## src/include/iwm_settings.svh

```systemverilog
`ifndef IWM_SETTINGS_SVH
`define IWM_SETTINGS_SVH

`default_nettype none

// ====================
// Q7 stability filter
// ====================

// Q7 high cycles counted before write mode is confirmed
`define IWM_Q7_RISE_THRESH 8

// Q7 low cycles counted before write mode ends
// Long enough to ride through handshake polls
`define IWM_Q7_FALL_THRESH 100

// ====================
// Mode register
// ====================

// Latch, async and timer-off set after reset
`define IWM_MODE_RESET 8'h07

// ====================
// Write serializer
// ====================

// Bit-cell timer width, longest cell is 32 fclk
`define IWM_BITCELL_W 6

// Timer start value when write mode begins
`define IWM_FIRST_LOAD_START 14

`default_nettype wire

`endif

```

## src/design/iwmPkg.sv

```systemverilog
`default_nettype none

package iwmPkg;

	// ====================
	// State pseudo-register
	// ====================

	// Field order follows addr[3:1]
	// Phase bits at 0..3, then motor, drive, Q6, Q7
	typedef struct packed {
		logic       q7;
		logic       q6;
		logic       driveSelect;
		logic       motorOn;
		logic [3:0] phase;
	} stateRegT;

	// ====================
	// Mode register
	// ====================

	// Written by the CPU with motor off
	// Bits 4..0 show up in the status read
	typedef struct packed {
		logic spare;
		logic mzReset;
		logic test;
		logic clk8MHz;
		logic fast;
		logic timerOff;
		logic async;
		logic latch;
	} modeRegT;

	// ====================
	// Serializer flags
	// ====================

	// Both read back through the handshake register
	typedef struct packed {
		logic bufferEmpty;
		logic nUnderrun;
	} writeStatusT;

endpackage

`default_nettype wire

```

## src/design/busDecoder.sv

```systemverilog
`timescale 1ns/1ps
`default_nettype none

module busDecoder import iwmPkg::*; (
	input  logic       fclk,
	input  logic       nRES,
	input  logic [3:0] addr,
	input  logic       nDeviceSelect,
	output stateRegT   state,
	output logic       writeStrobe
);

	// Select level from the previous cycle
	logic nDevSelPrev;

	// Write condition and its two delay stages
	logic writeCondNow;
	logic writeCondD1;
	logic writeCondD2;

	// ====================
	// State pseudo-register
	// ====================

	// Phase, motor and drive update by level during an access
	// Q6 and Q7 only on the select falling edge
	// Their two addresses differ in addr[0] alone
	always_ff @(posedge fclk or negedge nRES) begin
		if (!nRES) begin
			state       <= '0;
			nDevSelPrev <= 1'b1;
		end else begin
			nDevSelPrev <= nDeviceSelect;
			if (!nDeviceSelect) begin
				case (addr[3:1])
					3'd0: state.phase[0]    <= addr[0];
					3'd1: state.phase[1]    <= addr[0];
					3'd2: state.phase[2]    <= addr[0];
					3'd3: state.phase[3]    <= addr[0];
					3'd4: state.motorOn     <= addr[0];
					3'd5: state.driveSelect <= addr[0];
					default: ;
				endcase
			end
			if (nDevSelPrev && !nDeviceSelect) begin
				case (addr[3:1])
					3'd6: state.q6 <= addr[0];
					3'd7: state.q7 <= addr[0];
					default: ;
				endcase
			end
		end
	end

	// ====================
	// One-shot write strobe
	// ====================

	// Register write access with Q7 and Q6 both set
	assign writeCondNow = !nDeviceSelect && state.q7 && state.q6 && addr[0];

	// First stage lets dataIn settle
	// Second stage blocks the rest of the access
	always_ff @(posedge fclk or negedge nRES) begin
		if (!nRES) begin
			writeCondD1 <= 1'b0;
			writeCondD2 <= 1'b0;
		end else begin
			writeCondD1 <= writeCondNow;
			writeCondD2 <= writeCondD1;
		end
	end

	// Exactly one cycle per bus access
	assign writeStrobe = writeCondD1 && !writeCondD2;

endmodule

`default_nettype wire

```

## src/design/q7Filter.sv

```systemverilog
`timescale 1ns/1ps
`include "iwm_settings.svh"
`default_nettype none

module q7Filter import iwmPkg::*; (
	input  logic     fclk,
	input  logic     nRES,
	input  stateRegT state,
	output logic     q7Stable
);

	localparam int RISE_THRESH = `IWM_Q7_RISE_THRESH;
	localparam int FALL_THRESH = `IWM_Q7_FALL_THRESH;
	localparam int RISE_W      = $clog2(RISE_THRESH + 1);
	localparam int FALL_W      = $clog2(FALL_THRESH + 1);

	// Run-length counters for each Q7 level
	logic [RISE_W-1:0] riseCtr;
	logic [FALL_W-1:0] fallCtr;

	// ====================
	// Hysteresis filter
	// ====================

	// Rise needs a long high run, so bus glitches are ignored
	// Fall needs a longer low run
	// Handshake polls dip Q7 briefly and must not end write mode
	always_ff @(posedge fclk or negedge nRES) begin
		if (!nRES) begin
			riseCtr  <= '0;
			fallCtr  <= '0;
			q7Stable <= 1'b0;
		end else if (state.q7) begin
			fallCtr <= '0;
			if (!q7Stable) begin
				if (riseCtr < RISE_W'(RISE_THRESH))
					riseCtr <= riseCtr + 1'b1;
				else
					q7Stable <= 1'b1;
			end
		end else begin
			riseCtr <= '0;
			if (q7Stable) begin
				if (fallCtr < FALL_W'(FALL_THRESH))
					fallCtr <= fallCtr + 1'b1;
				else
					q7Stable <= 1'b0;
			end
		end
	end

endmodule

`default_nettype wire

```

## src/design/writeSerializer.sv

```systemverilog
`timescale 1ns/1ps
`include "iwm_settings.svh"
`default_nettype none

module writeSerializer import iwmPkg::*; (
	input  logic        fclk,
	input  logic        nRES,
	input  logic [7:0]  dataIn,
	input  stateRegT    state,
	input  logic        writeStrobe,
	input  logic        q7Stable,
	output modeRegT     mode,
	output writeStatusT status,
	output logic        wrData
);

	localparam int BITCELL_W = `IWM_BITCELL_W;
	localparam logic [BITCELL_W-1:0] FIRST_LOAD = BITCELL_W'(`IWM_FIRST_LOAD_START);

	logic [7:0]           buffer;
	logic [7:0]           shifter;
	logic [BITCELL_W-1:0] bitTimer;
	logic [BITCELL_W-1:0] bitCellMax;
	logic [2:0]           bitCounter;
	logic                 q7StablePrev;
	logic                 loadMode;
	logic                 loadBuffer;
	logic                 writeStart;
	logic                 cellEnd;
	logic                 byteEnd;

	// Strobe goes to mode with motor off, else to the buffer
	// Buffer writes are refused once underrun is flagged
	assign loadMode   = writeStrobe && !state.motorOn;
	assign loadBuffer = writeStrobe && state.motorOn && status.nUnderrun;

	// Cell length minus one, timer counts 0..max
	always_comb begin
		case ({mode.fast, mode.clk8MHz})
			2'b00:   bitCellMax = BITCELL_W'(27);
			2'b01:   bitCellMax = BITCELL_W'(31);
			2'b10:   bitCellMax = BITCELL_W'(13);
			default: bitCellMax = BITCELL_W'(15);
		endcase
	end

	assign writeStart = q7Stable && !q7StablePrev;
	// First load value can exceed a fast cell, so roll over on >=
	assign cellEnd    = q7Stable && !writeStart && (bitTimer >= bitCellMax);
	assign byteEnd    = cellEnd && (bitCounter == 3'd7);

	// ====================
	// Buffer and shifter
	// ====================

	always_ff @(posedge fclk) begin
		if (loadBuffer)
			buffer <= dataIn;
	end

	// All ones at start, toggle point already passed so nothing is emitted
	always_ff @(posedge fclk) begin
		if (writeStart)
			shifter <= 8'hFF;
		else if (byteEnd && !status.bufferEmpty)
			shifter <= buffer;
		else if (cellEnd && !byteEnd)
			shifter <= {shifter[6:0], 1'b0};
	end

	// ====================
	// Control and timing
	// ====================

	always_ff @(posedge fclk or negedge nRES) begin
		if (!nRES) begin
			mode         <= `IWM_MODE_RESET;
			status       <= '{bufferEmpty: 1'b1, nUnderrun: 1'b1};
			bitTimer     <= '0;
			bitCounter   <= 3'd7;
			q7StablePrev <= 1'b0;
			wrData       <= 1'b0;
		end else begin
			q7StablePrev <= q7Stable;
			if (loadMode)
				mode <= dataIn;
			if (!q7Stable) begin
				// Idle level outside write mode
				status.nUnderrun <= 1'b1;
				wrData           <= 1'b0;
			end else if (writeStart) begin
				bitTimer   <= FIRST_LOAD;
				bitCounter <= 3'd7;
			end else begin
				if (cellEnd) begin
					bitTimer   <= '0;
					bitCounter <= bitCounter + 1'b1;
					// Byte boundary with nothing queued
					if (byteEnd && status.bufferEmpty)
						status.nUnderrun <= 1'b0;
				end else begin
					bitTimer <= bitTimer + 1'b1;
				end
				// One transition per 1 bit, stopped at once on underrun
				if (!status.nUnderrun)
					wrData <= 1'b0;
				else if (bitTimer == BITCELL_W'(1) && shifter[7])
					wrData <= !wrData;
			end
			// CPU load wins over a same-cycle byte take
			if (loadBuffer)
				status.bufferEmpty <= 1'b0;
			else if (byteEnd)
				status.bufferEmpty <= 1'b1;
		end
	end

endmodule

`default_nettype wire

```

## src/design/driveOutputs.sv

```systemverilog
`timescale 1ns/1ps
`default_nettype none

module driveOutputs import iwmPkg::*; (
	input  stateRegT    state,
	input  modeRegT     mode,
	input  writeStatusT status,
	input  logic        q7Stable,
	input  logic        sense,
	output logic [7:0]  dataOut,
	output logic [3:0]  phase,
	output logic        nEnbl1,
	output logic        nEnbl2,
	output logic        nWrReq,
	output logic        q7Out
);

	// Any drive enable active
	logic enableActive;

	// ====================
	// Drive lines
	// ====================

	// Enables are active low, one per drive
	assign nEnbl1       = !(state.motorOn && !state.driveSelect);
	assign nEnbl2       = !(state.motorOn && state.driveSelect);
	assign enableActive = !nEnbl1 || !nEnbl2;

	// Filtered Q7 keeps bus glitches off the request line
	// Request drops as soon as underrun is flagged
	assign nWrReq = !(q7Stable && status.nUnderrun && enableActive);

	// Phase lines and raw Q7 go straight to the drive
	assign phase = state.phase;
	assign q7Out = state.q7;

	// ====================
	// CPU read mux
	// ====================

	// Selected by Q7 and Q6
	// Read data and the write selection both return all ones
	always_comb begin
		case ({state.q7, state.q6})
			2'b01:   dataOut = {sense, 1'b0, enableActive, mode[4:0]};
			2'b10:   dataOut = {status.bufferEmpty, status.nUnderrun, 6'b000000};
			default: dataOut = 8'hFF;
		endcase
	end

endmodule

`default_nettype wire

```

## src/design/iwm.sv

```systemverilog
`timescale 1ns/1ps
`default_nettype none

module iwm import iwmPkg::*; (
	input  logic       fclk,
	input  logic       nRES,
	input  logic [3:0] addr,
	input  logic       nDeviceSelect,
	input  logic [7:0] dataIn,
	output logic [7:0] dataOut,
	input  logic       sense,
	output logic       wrData,
	output logic [3:0] phase,
	output logic       nWrReq,
	output logic       nEnbl1,
	output logic       nEnbl2,
	output logic       q7Out
);

	stateRegT    state;
	logic        writeStrobe;
	logic        q7Stable;
	modeRegT     mode;
	writeStatusT status;

	// ====================
	// Bus side
	// ====================

	busDecoder busDecoder_i (
		.fclk          (fclk),
		.nRES          (nRES),
		.addr          (addr),
		.nDeviceSelect (nDeviceSelect),
		.state         (state),
		.writeStrobe   (writeStrobe)
	);

	// Write mode level for the serializer and outputs
	q7Filter q7Filter_i (
		.fclk     (fclk),
		.nRES     (nRES),
		.state    (state),
		.q7Stable (q7Stable)
	);

	// ====================
	// Write path
	// ====================

	writeSerializer writeSerializer_i (
		.fclk        (fclk),
		.nRES        (nRES),
		.dataIn      (dataIn),
		.state       (state),
		.writeStrobe (writeStrobe),
		.q7Stable    (q7Stable),
		.mode        (mode),
		.status      (status),
		.wrData      (wrData)
	);

	// Drive lines and CPU read data
	driveOutputs driveOutputs_i (
		.state    (state),
		.mode     (mode),
		.status   (status),
		.q7Stable (q7Stable),
		.sense    (sense),
		.dataOut  (dataOut),
		.phase    (phase),
		.nEnbl1   (nEnbl1),
		.nEnbl2   (nEnbl2),
		.nWrReq   (nWrReq),
		.q7Out    (q7Out)
	);

endmodule

`default_nettype wire

```

## config.mk

```make
export PLATFORM = sky130hd
export DESIGN_NAME = iwm
export DESIGN_NICKNAME = d
export VERILOG_FILES = /design/src/design/iwmPkg.sv /design/src/design/busDecoder.sv /design/src/design/q7Filter.sv /design/src/design/writeSerializer.sv /design/src/design/driveOutputs.sv /design/src/design/iwm.sv
export VERILOG_INCLUDE_DIRS = /design/src /design/src/include
export SDC_FILE = /design/constraint.sdc
export NUM_CORES = 1
export LEC_CHECK = 0
export ABC_AREA = 1
export BUFFER_PORTS_ARGS = -buffer_cell sky130_fd_sc_hd__buf_2
export CORE_ASPECT_RATIO = 1.4
export CORE_MARGIN = 2
export CORE_UTILIZATION = 55
export CTS_CLUSTER_SIZE = 24
export DETAILED_ROUTE_END_ITERATION = 16
export PLACE_DENSITY = 0.76
export SLEW_MARGIN = 10
export SYNTH_ARGS = -nofsm -noshare
export SYNTH_HDL_FRONTEND = slang
export SYNTH_SLANG_ARGS = --single-unit
```

## constraint.sdc

```tcl
create_clock -name fclk -period 4.95 [get_ports fclk]
set_input_delay 0.7425 -clock fclk [delete_from_list [all_inputs] [get_ports fclk]]
set_output_delay 0.7425 -clock fclk [all_outputs]
set_load 0.05 [all_outputs]
```

# Yosys cells after proc, flatten, opt, wreduce, memory -nomap -nowiden
# Cells that the tools add are included.
word_totals:
  elab_cells: 136
  inputBits: 16
  register_bits: 57
  output_inout_bits: 17
classes:
  n_bitwise: 1
  order_cmp: 3
  add_sub_neg: 4
  n_eq_ne: 19
  n_reduce_logical: 53
  n_mux: 29
op_table:
  columns: ["cell", "count"]
  rows:
  - ["2-bit AND reduction", 12]
  - ["7-bit two-way mux", 3]
  - ["1-bit logical AND", 20]
  - ["8-bit two-way mux", 2]
  - ["8-bit one-hot mux with 2 select lines", 1]
  - ["3-bit equality test, second input constant", 5]
  - ["1-bit two-way mux", 15]
  - ["5-bit one-hot mux with 3 select lines", 1]
  - ["1-bit zero test", 12]
  - ["4-bit two-way mux", 3]
  - ["6-bit two-way mux", 2]
  - ["2-bit nonzero test", 5]
  - ["7-bit by 1-bit adder with 7-bit output, second input constant", 1]
  - ["7-bit < comparator, second input constant", 1]
  - ["6-bit by 1-bit adder with 6-bit output, second input constant", 1]
  - ["3-bit by 2-bit equality test with 1-bit output, second input constant", 2]
  - ["6-bit by 1-bit equality test with 1-bit output, second input constant", 1]
  - ["6-bit by 5-bit >= comparator with 1-bit output", 1]
  - ["3-bit two-way mux", 2]
  - ["2-bit by 1-bit != test with 1-bit output, second input constant", 3]
  - ["4-bit by 1-bit adder with 4-bit output, second input constant", 1]
  - ["2-bit by 1-bit equality test with 1-bit output, second input constant", 2]
  - ["2-bit equality test, second input constant", 2]
  - ["4-bit < comparator, second input constant", 1]
  - ["other kinds (9)", 10]

# Logic depth before layout (Yosys ltp)
# Gate-level depths: netlist of the first run.
logic_depth:
  word_depth: 11
  depth_mapped: 12

# Modules after synthesis
# Synthesis of the first run repeated with hierarchy kept, for this count alone.
hier_totals:
  hier_cells: 355
  hier_area_um2: 3072.9
by_module_without_submodules:
  columns: ["mod", "cells_per_inst", "area_each_um2", "instances"]
  rows:
  - ["writeSerializer", 183, 1760.4, 1]
  - ["q7Filter", 80, 648.1, 1]
  - ["busDecoder", 57, 481.7, 1]
  - ["driveOutputs", 35, 182.7, 1]

# Worst setup path after synthesis of the first run
# OpenSTA, ideal clock, no wires.
synth_path:
  path_kind: "reg2out"
  start: "register busDecoder_i.state[7] (netlist name)"
  end: "output dataOut[3]"
  required_time_ns: 4.208
  n_path_buf: 1
  path_slack_ns: 1.687
  stages_incl_launch_ff: 6
  arrival_time_ns: 2.520
  path_cell_list: "dfrtp_1 -> inv_1 -> clkbuf_1 -> ha_1 -> inv_1 -> o21ai_0"
synth_via:
  elab_chain_len: 2
  elab_cells_between_ends: 3
  classes_between: "2 x eq/ne; 1 x mux"
synth_lines:
  columns: ["element", "line_no", "source"]
  rows:
  - ["2-bit equality test / 2-bit by 1-bit equality test with 1-bit output (equally long branches)", "driveOutputs.sv:45", "case ({state.q7, state.q6})"]
  - ["8-bit one-hot mux with 2 select lines (*)", "driveOutputs.sv:45", null]
  - ["end, declared", "iwm.sv:10", "output logic [7:0] dataOut,"]
# Mark *: on every way between the ends. The rest lies on a longest branch, timed or not.

# Final worst setup path of the first run
layout_path:
  start: "register busDecoder_i.state[7] (netlist name)"
  end: "output dataOut[3]"
layout_via:
  elab_chain_len: 2
  elab_cells_between_ends: 3
  classes_between: "2 x eq/ne; 1 x mux"
layout_lines:
  columns: ["element", "line_no"]
  rows:
  - ["2-bit equality test / 2-bit by 1-bit equality test with 1-bit output (equally long branches)", "driveOutputs.sv:45"]
  - ["8-bit one-hot mux with 2 select lines (*)", "driveOutputs.sv:45"]
# Marks and branches as above.

==> results.ini, run 1 <==
[sta]
fmax_mhz = 344.0
hold_viol = 0
rsz0062_at_grt = no
skew_ns = 0.008205
fin_crit_sh_pct = 58.73
drv_slew = 0
setup_tns_ns = 0
tightest_slew_ns = 0.8966
setup_viol = 0
slew_headroom_pct = 40.22
fin_crit_ns = 2.907
fin_hold_ws_ns = 0.4056

[clocking]
cts_tree = built
h-tree-depth = 3
cts_buffers = 9
insertion_delay_ns = 0.34
clock_sinks = 57
hold_buffers = 0
cts_buffer_depth = 2
clk_pin_slew_ns = 0.07
ctsResizeCount = 0
cts_root_buffer = clkbuf_8
cts_setup_buffers = 0

[detailed_routing]
num_vias = 2207
wirelength_um = 5677
drc = 0
drt-pass1-iter-count = 4
wl_per_cell_um = 13.45
antenna_left = 0
drtIter0Drc = 145
viasPerCell = 5.230

[power_and_ir_drop]
worst_ir_drop_vdd_mv = 0.2958
powerDensity_nw_per_um2 = 408.5
leakage_nw = 1.563

[yosys]
synthTopCellsByArea = dfrtp_1 28%, edfxtp_1 8.4%, dfstp_2 8.3%
yosysSeqAreaShare_pct = 50.48
syn_nets = 344
yosys_warnings = 0
yosys.area.top_type = dfrtp_1
ys_seq_elements = 57
netlist_instances = 317
ys_types = 42
synth_area_um2 = 2848
synth_top_cell_area_share_pct = 28.12
syn_avg_cell_area_um2 = 8.983

[min_path]
min_path_cells = 0
min_from = busDecoder_i.writeCondD1
min_path_type = register to register
holdPathEnd = busDecoder_i.writeCondD2

[floorplanning]
dieArea_um2 = 5778
die_y_um = 89.14
fp-row-count = 31
die_x_um = 64.82
io_pins = 33
initial_core_util_pct = 56.05
core_area_um2 = 5081

[job]
drv_cap = 0

[place]
place_area_um2 = 3033
dpl.cell_count = 406
dp.final_hpwl_um = 3993
io_buffers = 32
place_congestion = 0.8167

[finish]
diodes = 0
finalNonFillerCells = 422
final_area_um2 = 3263
final_cell_mix = 55 x nand2_1, 41 x inv_1, 32 x dfrtp_1, 32 x buf_2, 25 x nor2_1
fillers = 427
drive_gt1_share_pct = 23.03
syn_to_final_growth_pct = 14.59
layout_commonest_cell = nand2_1
final_nets = 378

[setup_path]
rrSetupSlack_ns = 3.13
r2r_cells = 12
cp-start-kind = register
r2r_start = writeSerializer_i.mode[3]
critPathMaxFanout = 11
arrival_ns = 2.16
crit_required_ns = 4.21
crit_type = register to primary output
r2r-end = writeSerializer_i.shifter[4]
worst_setup_path_end_kind = primary output

[grt]
overflow = 0
grt_pass1_vias = 2140
antenna_found_initial = 0
grt_pass1_wl_um = 9756
track_usage_pct = 22.74
grt_max_degree = 42

[run_status]
status = finished clean

==> logic make-up (layout without fill, tap and decap cells) <==
group / count (synthesis) / in the layout / share of synthesized area (%)
xor gates and xnor gates: 7 / 7 / 2.153
buffers and inverters: 56 / 95 / 8.304
adders and majority gates: 11 / 11 / 4.833
DFF: 57 / 57 / 50.48
AOI/OAI and AO/OA: 58 / 58 / 11.91
muxes: 4 / 4 / 1.582
and+or+nand+nor: 124 / 124 / 20.74
==> cell usage after synthesis (all sizes together) <==
cell,number
nand2,60
inv,47
dfrtp,32
nor2,27
o21ai,26
nand3,24
a21oi,20
ha,11
dfstp,9
dfxtp,8
edfxtp,8
buf,7
nand4,7
a31oi,5
mux2,4
xor2,4
xnor2,3
clkbuf,2
nor3,2
o22a,2
or2,2
a41oi,1
and3,1
nor4,1
o211ai,1
o21a,1
o22ai,1
o31ai,1
==> registers in the layout, summed over array words and instances (netlist names), 2 cells and up <==
register                      count
busDecoder_i.state                8
writeSerializer_i.buffer          8
writeSerializer_i.shifter         8
q7Filter_i.fallCtr                7
writeSerializer_i.bitTimer        6
writeSerializer_i.mode            5
q7Filter_i.riseCtr                4
writeSerializer_i.bitCounter      3
writeSerializer_i.status          2
==> worst max-delay path: stages (launching register included) <==
cell and delay (ns):
dfrtp_1 0.46, inv_1 0.34, ha_1 0.35, inv_1 0.09
nand2_1 0.17, o21ai_0 0.16, buf_2 0.24
==> report_power, final <==
group,switching [mW],internal (mW)
registers,0.0314,0.511
clock network,0.187,0.311
logic,0.224,0.0691
total,0.442,0.891
==> through the flow <==
| step | utilization (%) | power, mW | worst slack (ns) |
|---|---|---|---|
| 2_1_floorplan | - | 0.7745 | 1.687 |
| 3_3_place_gp | 59.69 | 0.8351 | 2.492 |
| 3_5_place_dp | 59.69 | 0.8410 | 2.440 |
| 4_1_cts | 64.22 | 1.340 | 2.050 |
| 5_1_grt | 64.22 | 1.387 | 1.895 |
| 6_report | 64.22 | 1.333 | 2.043 |
==> routing by layer <==
metal / wire length (um) / global-route usage, % / part of all wire [%]
met3: 216 / 5.164 / 3.8
met1: 2478 / 26.83 / 44
met2: 2808 / 38.24 / 49
met4: 172 / 13.15 / 3.0
met5: 0 / 0 / 0
==> worst max path at each step <==
stage | start | to | slack [ns] | depth (start not counted)
after floorplan | busDecoder_i.state[7] | dataOut[3] | 1.69 | 5
after global placement | busDecoder_i.state[7] | dataOut[3] | 2.49 | 6
after detailed placement | busDecoder_i.state[7] | dataOut[3] | 2.44 | 6
after CTS | busDecoder_i.state[7] | dataOut[3] | 2.05 | 6
after global routing | busDecoder_i.state[7] | dataOut[3] | 1.90 | 6
final | busDecoder_i.state[7] | dataOut[3] | 2.04 | 6
==> final cells by class <==
class | instances | area (um^2) | area share, %
sequential | 57 | 1438 | 44.06
multi-input combinational | 204 | 1174 | 35.97
inverter | 47 | 178.9 | 5.483
timing repair buffer | 32 | 160.2 | 4.908
clock buffer | 12 | 155.1 | 4.755
tap | 66 | 82.58 | 2.531
clock inverter | 4 | 75.07 | 2.301
No activity file was read; power rests on OpenSTA's default activity.
==> run 2, diff against run 1 <==
--- a/config.mk
+++ b/config.mk
@@ -6,7 +6,7 @@
 export SDC_FILE = /design/constraint.sdc
 export NUM_CORES = 1
 export LEC_CHECK = 0
-export ABC_AREA = 1
+export ABC_AREA = 0
 export BUFFER_PORTS_ARGS = -buffer_cell sky130_fd_sc_hd__buf_2
 export CORE_ASPECT_RATIO = 1.4
 export CORE_MARGIN = 2
==> constraint.sdc (replaced) <==
create_clock -name fclk -period 2.9 [get_ports fclk]
set_input_delay 0.435 -clock fclk [delete_from_list [all_inputs] [get_ports fclk]]
set_output_delay 0.435 -clock fclk [all_outputs]
set_load 0.05 [all_outputs]
==> run 2 against run 1 <==
  * Via count is 7.2% lower
  * Hold slack worse by 0.17 ns
  * Global-route usage is 0.95 points lower
  * Largest cell class unchanged
  * Highest routed layer unchanged
==> results.ini, run 2 <==
[yosys]
synthTopCellsByCount = 32 x dfrtp_1, 24 x nand2_1, 21 x nor2_1
yosys_warnings = 0
synth_top_flop_cell = dfrtp_1
synth_mux_area_share_pct = 2.862
synth_top_family_by_area = simple AND/OR/NAND/NOR gates
synth_simple_gate_area_share_pct = 18.40
synth_top_cell_area_share_pct = 29.08
synth_area_um2 = 2754
ys_types = 49
yosysSeqAreaShare_pct = 52.20
netlist_instances = 264
ys_seq_elements = 57
async_reset_ff_share_pct = 71.93
synth_most_common_cell = dfrtp_1
synthTopCellsByArea = dfrtp_1 29%, edfxtp_1 8.7%, dfstp_2 8.6%
synth_compound_area_share_pct = 13.68
syn_nets = 291
synth_enable_flop_cells = 8
yosys.area.top_type = dfrtp_1
yosys.area_share.adder_pct = 4.998
syn_avg_cell_area_um2 = 10.43
synth_xor_area_share_pct = 2.544

[floorplanning]
initial_core_util_pct = 56.87
io_pins = 33
fp-row-count = 30
core_area_um2 = 4842
die_y_um = 87.73
dieArea_um2 = 5597
die_x_um = 63.81

[job]
drv_cap = 0

[setup_path]
cpMaxStageDelayCell = dfrtp_1
path_buf_inv = 2
worst_setup_path_end_kind = primary output
r2r_cells = 7
crit_end = dataOut[3]
r2r-end = writeSerializer_i.bitCounter[0]
cp-start-kind = register
critPathMaxFanout = 9
crit_path_start = busDecoder_i.state[7]
rrSetupSlack_ns = 0.77
crit_type = register to primary output
r2r_start = writeSerializer_i.mode[3]
cpLargestDelayFamily = buffers and inverters
crit_required_ns = 2.47
path_depth = 5
path_cells = clkinv_1 -> ha_1 -> nor2b_1 -> a21oi_1 -> buf_2
slowest_delay_ns = 0.48
arrival_ns = 2.23

[min_path]
min_path_type = input port to asynchronous set/reset pin

[power_and_ir_drop]
p_seq_share_pct = 41.7
p_clk_share_pct = 32.1
leakage_nw = 1.319
p_int_mw = 1.503
switching_share_pct = 34.42
worst_ir_drop_vdd_mv = 0.5315
p_comb_share_pct = 26.1
powerDensity_nw_per_um2 = 738.3
switchingPower_mw = 0.7885

[grt]
track_usage_pct = 21.79
busiest_layer = met2
overflow = 0
gr-usage-met3_pct = 6.298
grt_pass1_wl_um = 9301
grt_max_degree = 42
met1_usage_pct = 24.70
grt_pass1_vias = 2070
grt_util_met2_pct = 37.78
antenna_found_initial = 0

[sta]
fin_hold_ws_ns = 0.2331
drv_slew = 0
tightest_slew_ns = 0.8955
skew_ns = 0.005806
rsz0062_at_grt = no
setup_tns_ns = 0
fin_crit_sh_pct = 91.80
fin_crit_ns = 2.662
hold_viol = 0
setup_viol = 0
slew_headroom_pct = 40.30
worst_slack_ns = 0.2378
fmax_mhz = 375.6

[detailed_routing]
drt-pass1-iter-count = 4
num_vias = 2049
drtIter0Drc = 138
antenna_left = 0
wirelength_um = 5310
wl_per_cell_um = 14.63
viasPerCell = 5.645
drc = 0

[clocking]
ctsResizeCount = 0
clk_pin_slew_ns = 0.06
clock_sinks = 57
h-tree-depth = 3
cts_buffer_depth = 2
cts_setup_buffers = 0
cts_root_buffer = clkbuf_8
hold_buffers = 0
cts_tree = built
insertion_delay_ns = 0.33
cts_buffers = 9

[finish]
syn_to_final_growth_pct = 12.68
fillers = 398
diodes = 0
reg.largest.list = busDecoder_i.state: 8 flops, writeSerializer_i.buffer: 8 flops, writeSerializer_i.shifter: 8 flops
final_area_um2 = 3103
final_cell_mix = 32 x dfrtp_1, 32 x buf_2, 24 x nand2_1
regArea_um2 = 1438
finalNonFillerCells = 363
multi_input_comb_area_um2 = 1170
drive_gt1_share_pct = 24.08
final_nets = 321

[place]
place_area_um2 = 2904
dpl.cell_count = 347
dp.final_hpwl_um = 3764
post-place-ws_ns = 0.5848
place_congestion = 0.8698
io_buffers = 32

[run_status]
status = finished clean

run 2: cell count changes after synthesis, sizes merged, moves of 3 or more:
cell / previous run / this run
inv: 47 / 9
nor2: 27 / 21
nor3: 2 / 12
nand4: 7 / 3
mux2: 4 / 7
nand2b: 0 / 5
o31ai: 1 / 8
nand2: 60 / 24
o21ai: 26 / 12
clkbuf: 2 / 6
a31oi: 5 / 0
nor4: 1 / 8
nand3: 24 / 11
nor2b: 0 / 3
run 2: cells by family after synthesis:
group                    Yosys count
AO/OA/AOI/OAI                     57
XOR/XNOR                           8
adder cells (fa/ha/maj)           11
buffers and inverters             26
flip-flops                        57
multiplexers                       7
AND/OR/NAND/NOR                   98
run 2: worst min path at each step:
stage / start / to / slack, ns
2_1_floorplan: nRES / busDecoder_i.state[0] / 0.14
3_3_place_gp: busDecoder_i.writeCondD1 / busDecoder_i.writeCondD2 / 0.37
3_5_place_dp: busDecoder_i.writeCondD1 / busDecoder_i.writeCondD2 / 0.37
4_1_cts: nDeviceSelect / busDecoder_i.nDevSelPrev / 0.24
5_1_grt: nDeviceSelect / busDecoder_i.nDevSelPrev / 0.25
6_report: nRES / writeSerializer_i.wrData / 0.23
run 2: layer usage:
layer  share of wire [%]  up-vias
li1                    -     1008
met1                  42      987
met2                  52       45
met3                 4.0        9
met4                 1.7        0
met5                   0        -
run 2: area by class of cell:
class / instances / share of cell area (%)
Timing Repair Buffer: 34 / 5.645
Tap cell: 64 / 2.581
Sequential cell: 57 / 46.33
Clock buffer: 13 / 5.121
Inverter: 11 / 1.331
Clock inverter: 3 / 1.290
Multi-Input combinational cell: 181 / 37.70
run 2: metrics by stage:
stage	power [mW]	utilization, %
final	2.291	64.08
after global placement	1.564	59.97
after CTS	2.316	64.08
after global routing	2.406	64.08
after detailed placement	1.572	59.97
after floorplan	1.469	-
run 2: power by group through the flow:
stage                     combinational (mW)  sequential, mW  clock (mW)
final                                  0.599           0.956       0.736
after global routing                   0.652           0.968       0.786
after floorplan                        0.501           0.968           0
after CTS                              0.604           0.957       0.754
after global placement                 0.595           0.969           0
after detailed placement               0.600           0.972           0
run 2: worst register-to-register path, delay by kind of cell, from the launching register on:
| family | cells | cell delay [ns] |
|---|---|---|
| adders and majority gates | 1 | 0.29 |
| DFF | 1 | 0.40 |
| buffers and inverters | 1 | 0.11 |
| and+or+nand+nor | 1 | 0.05 |
| AOI/OAI and AO/OA | 3 | 0.93 |
| muxes | 1 | 0.29 |
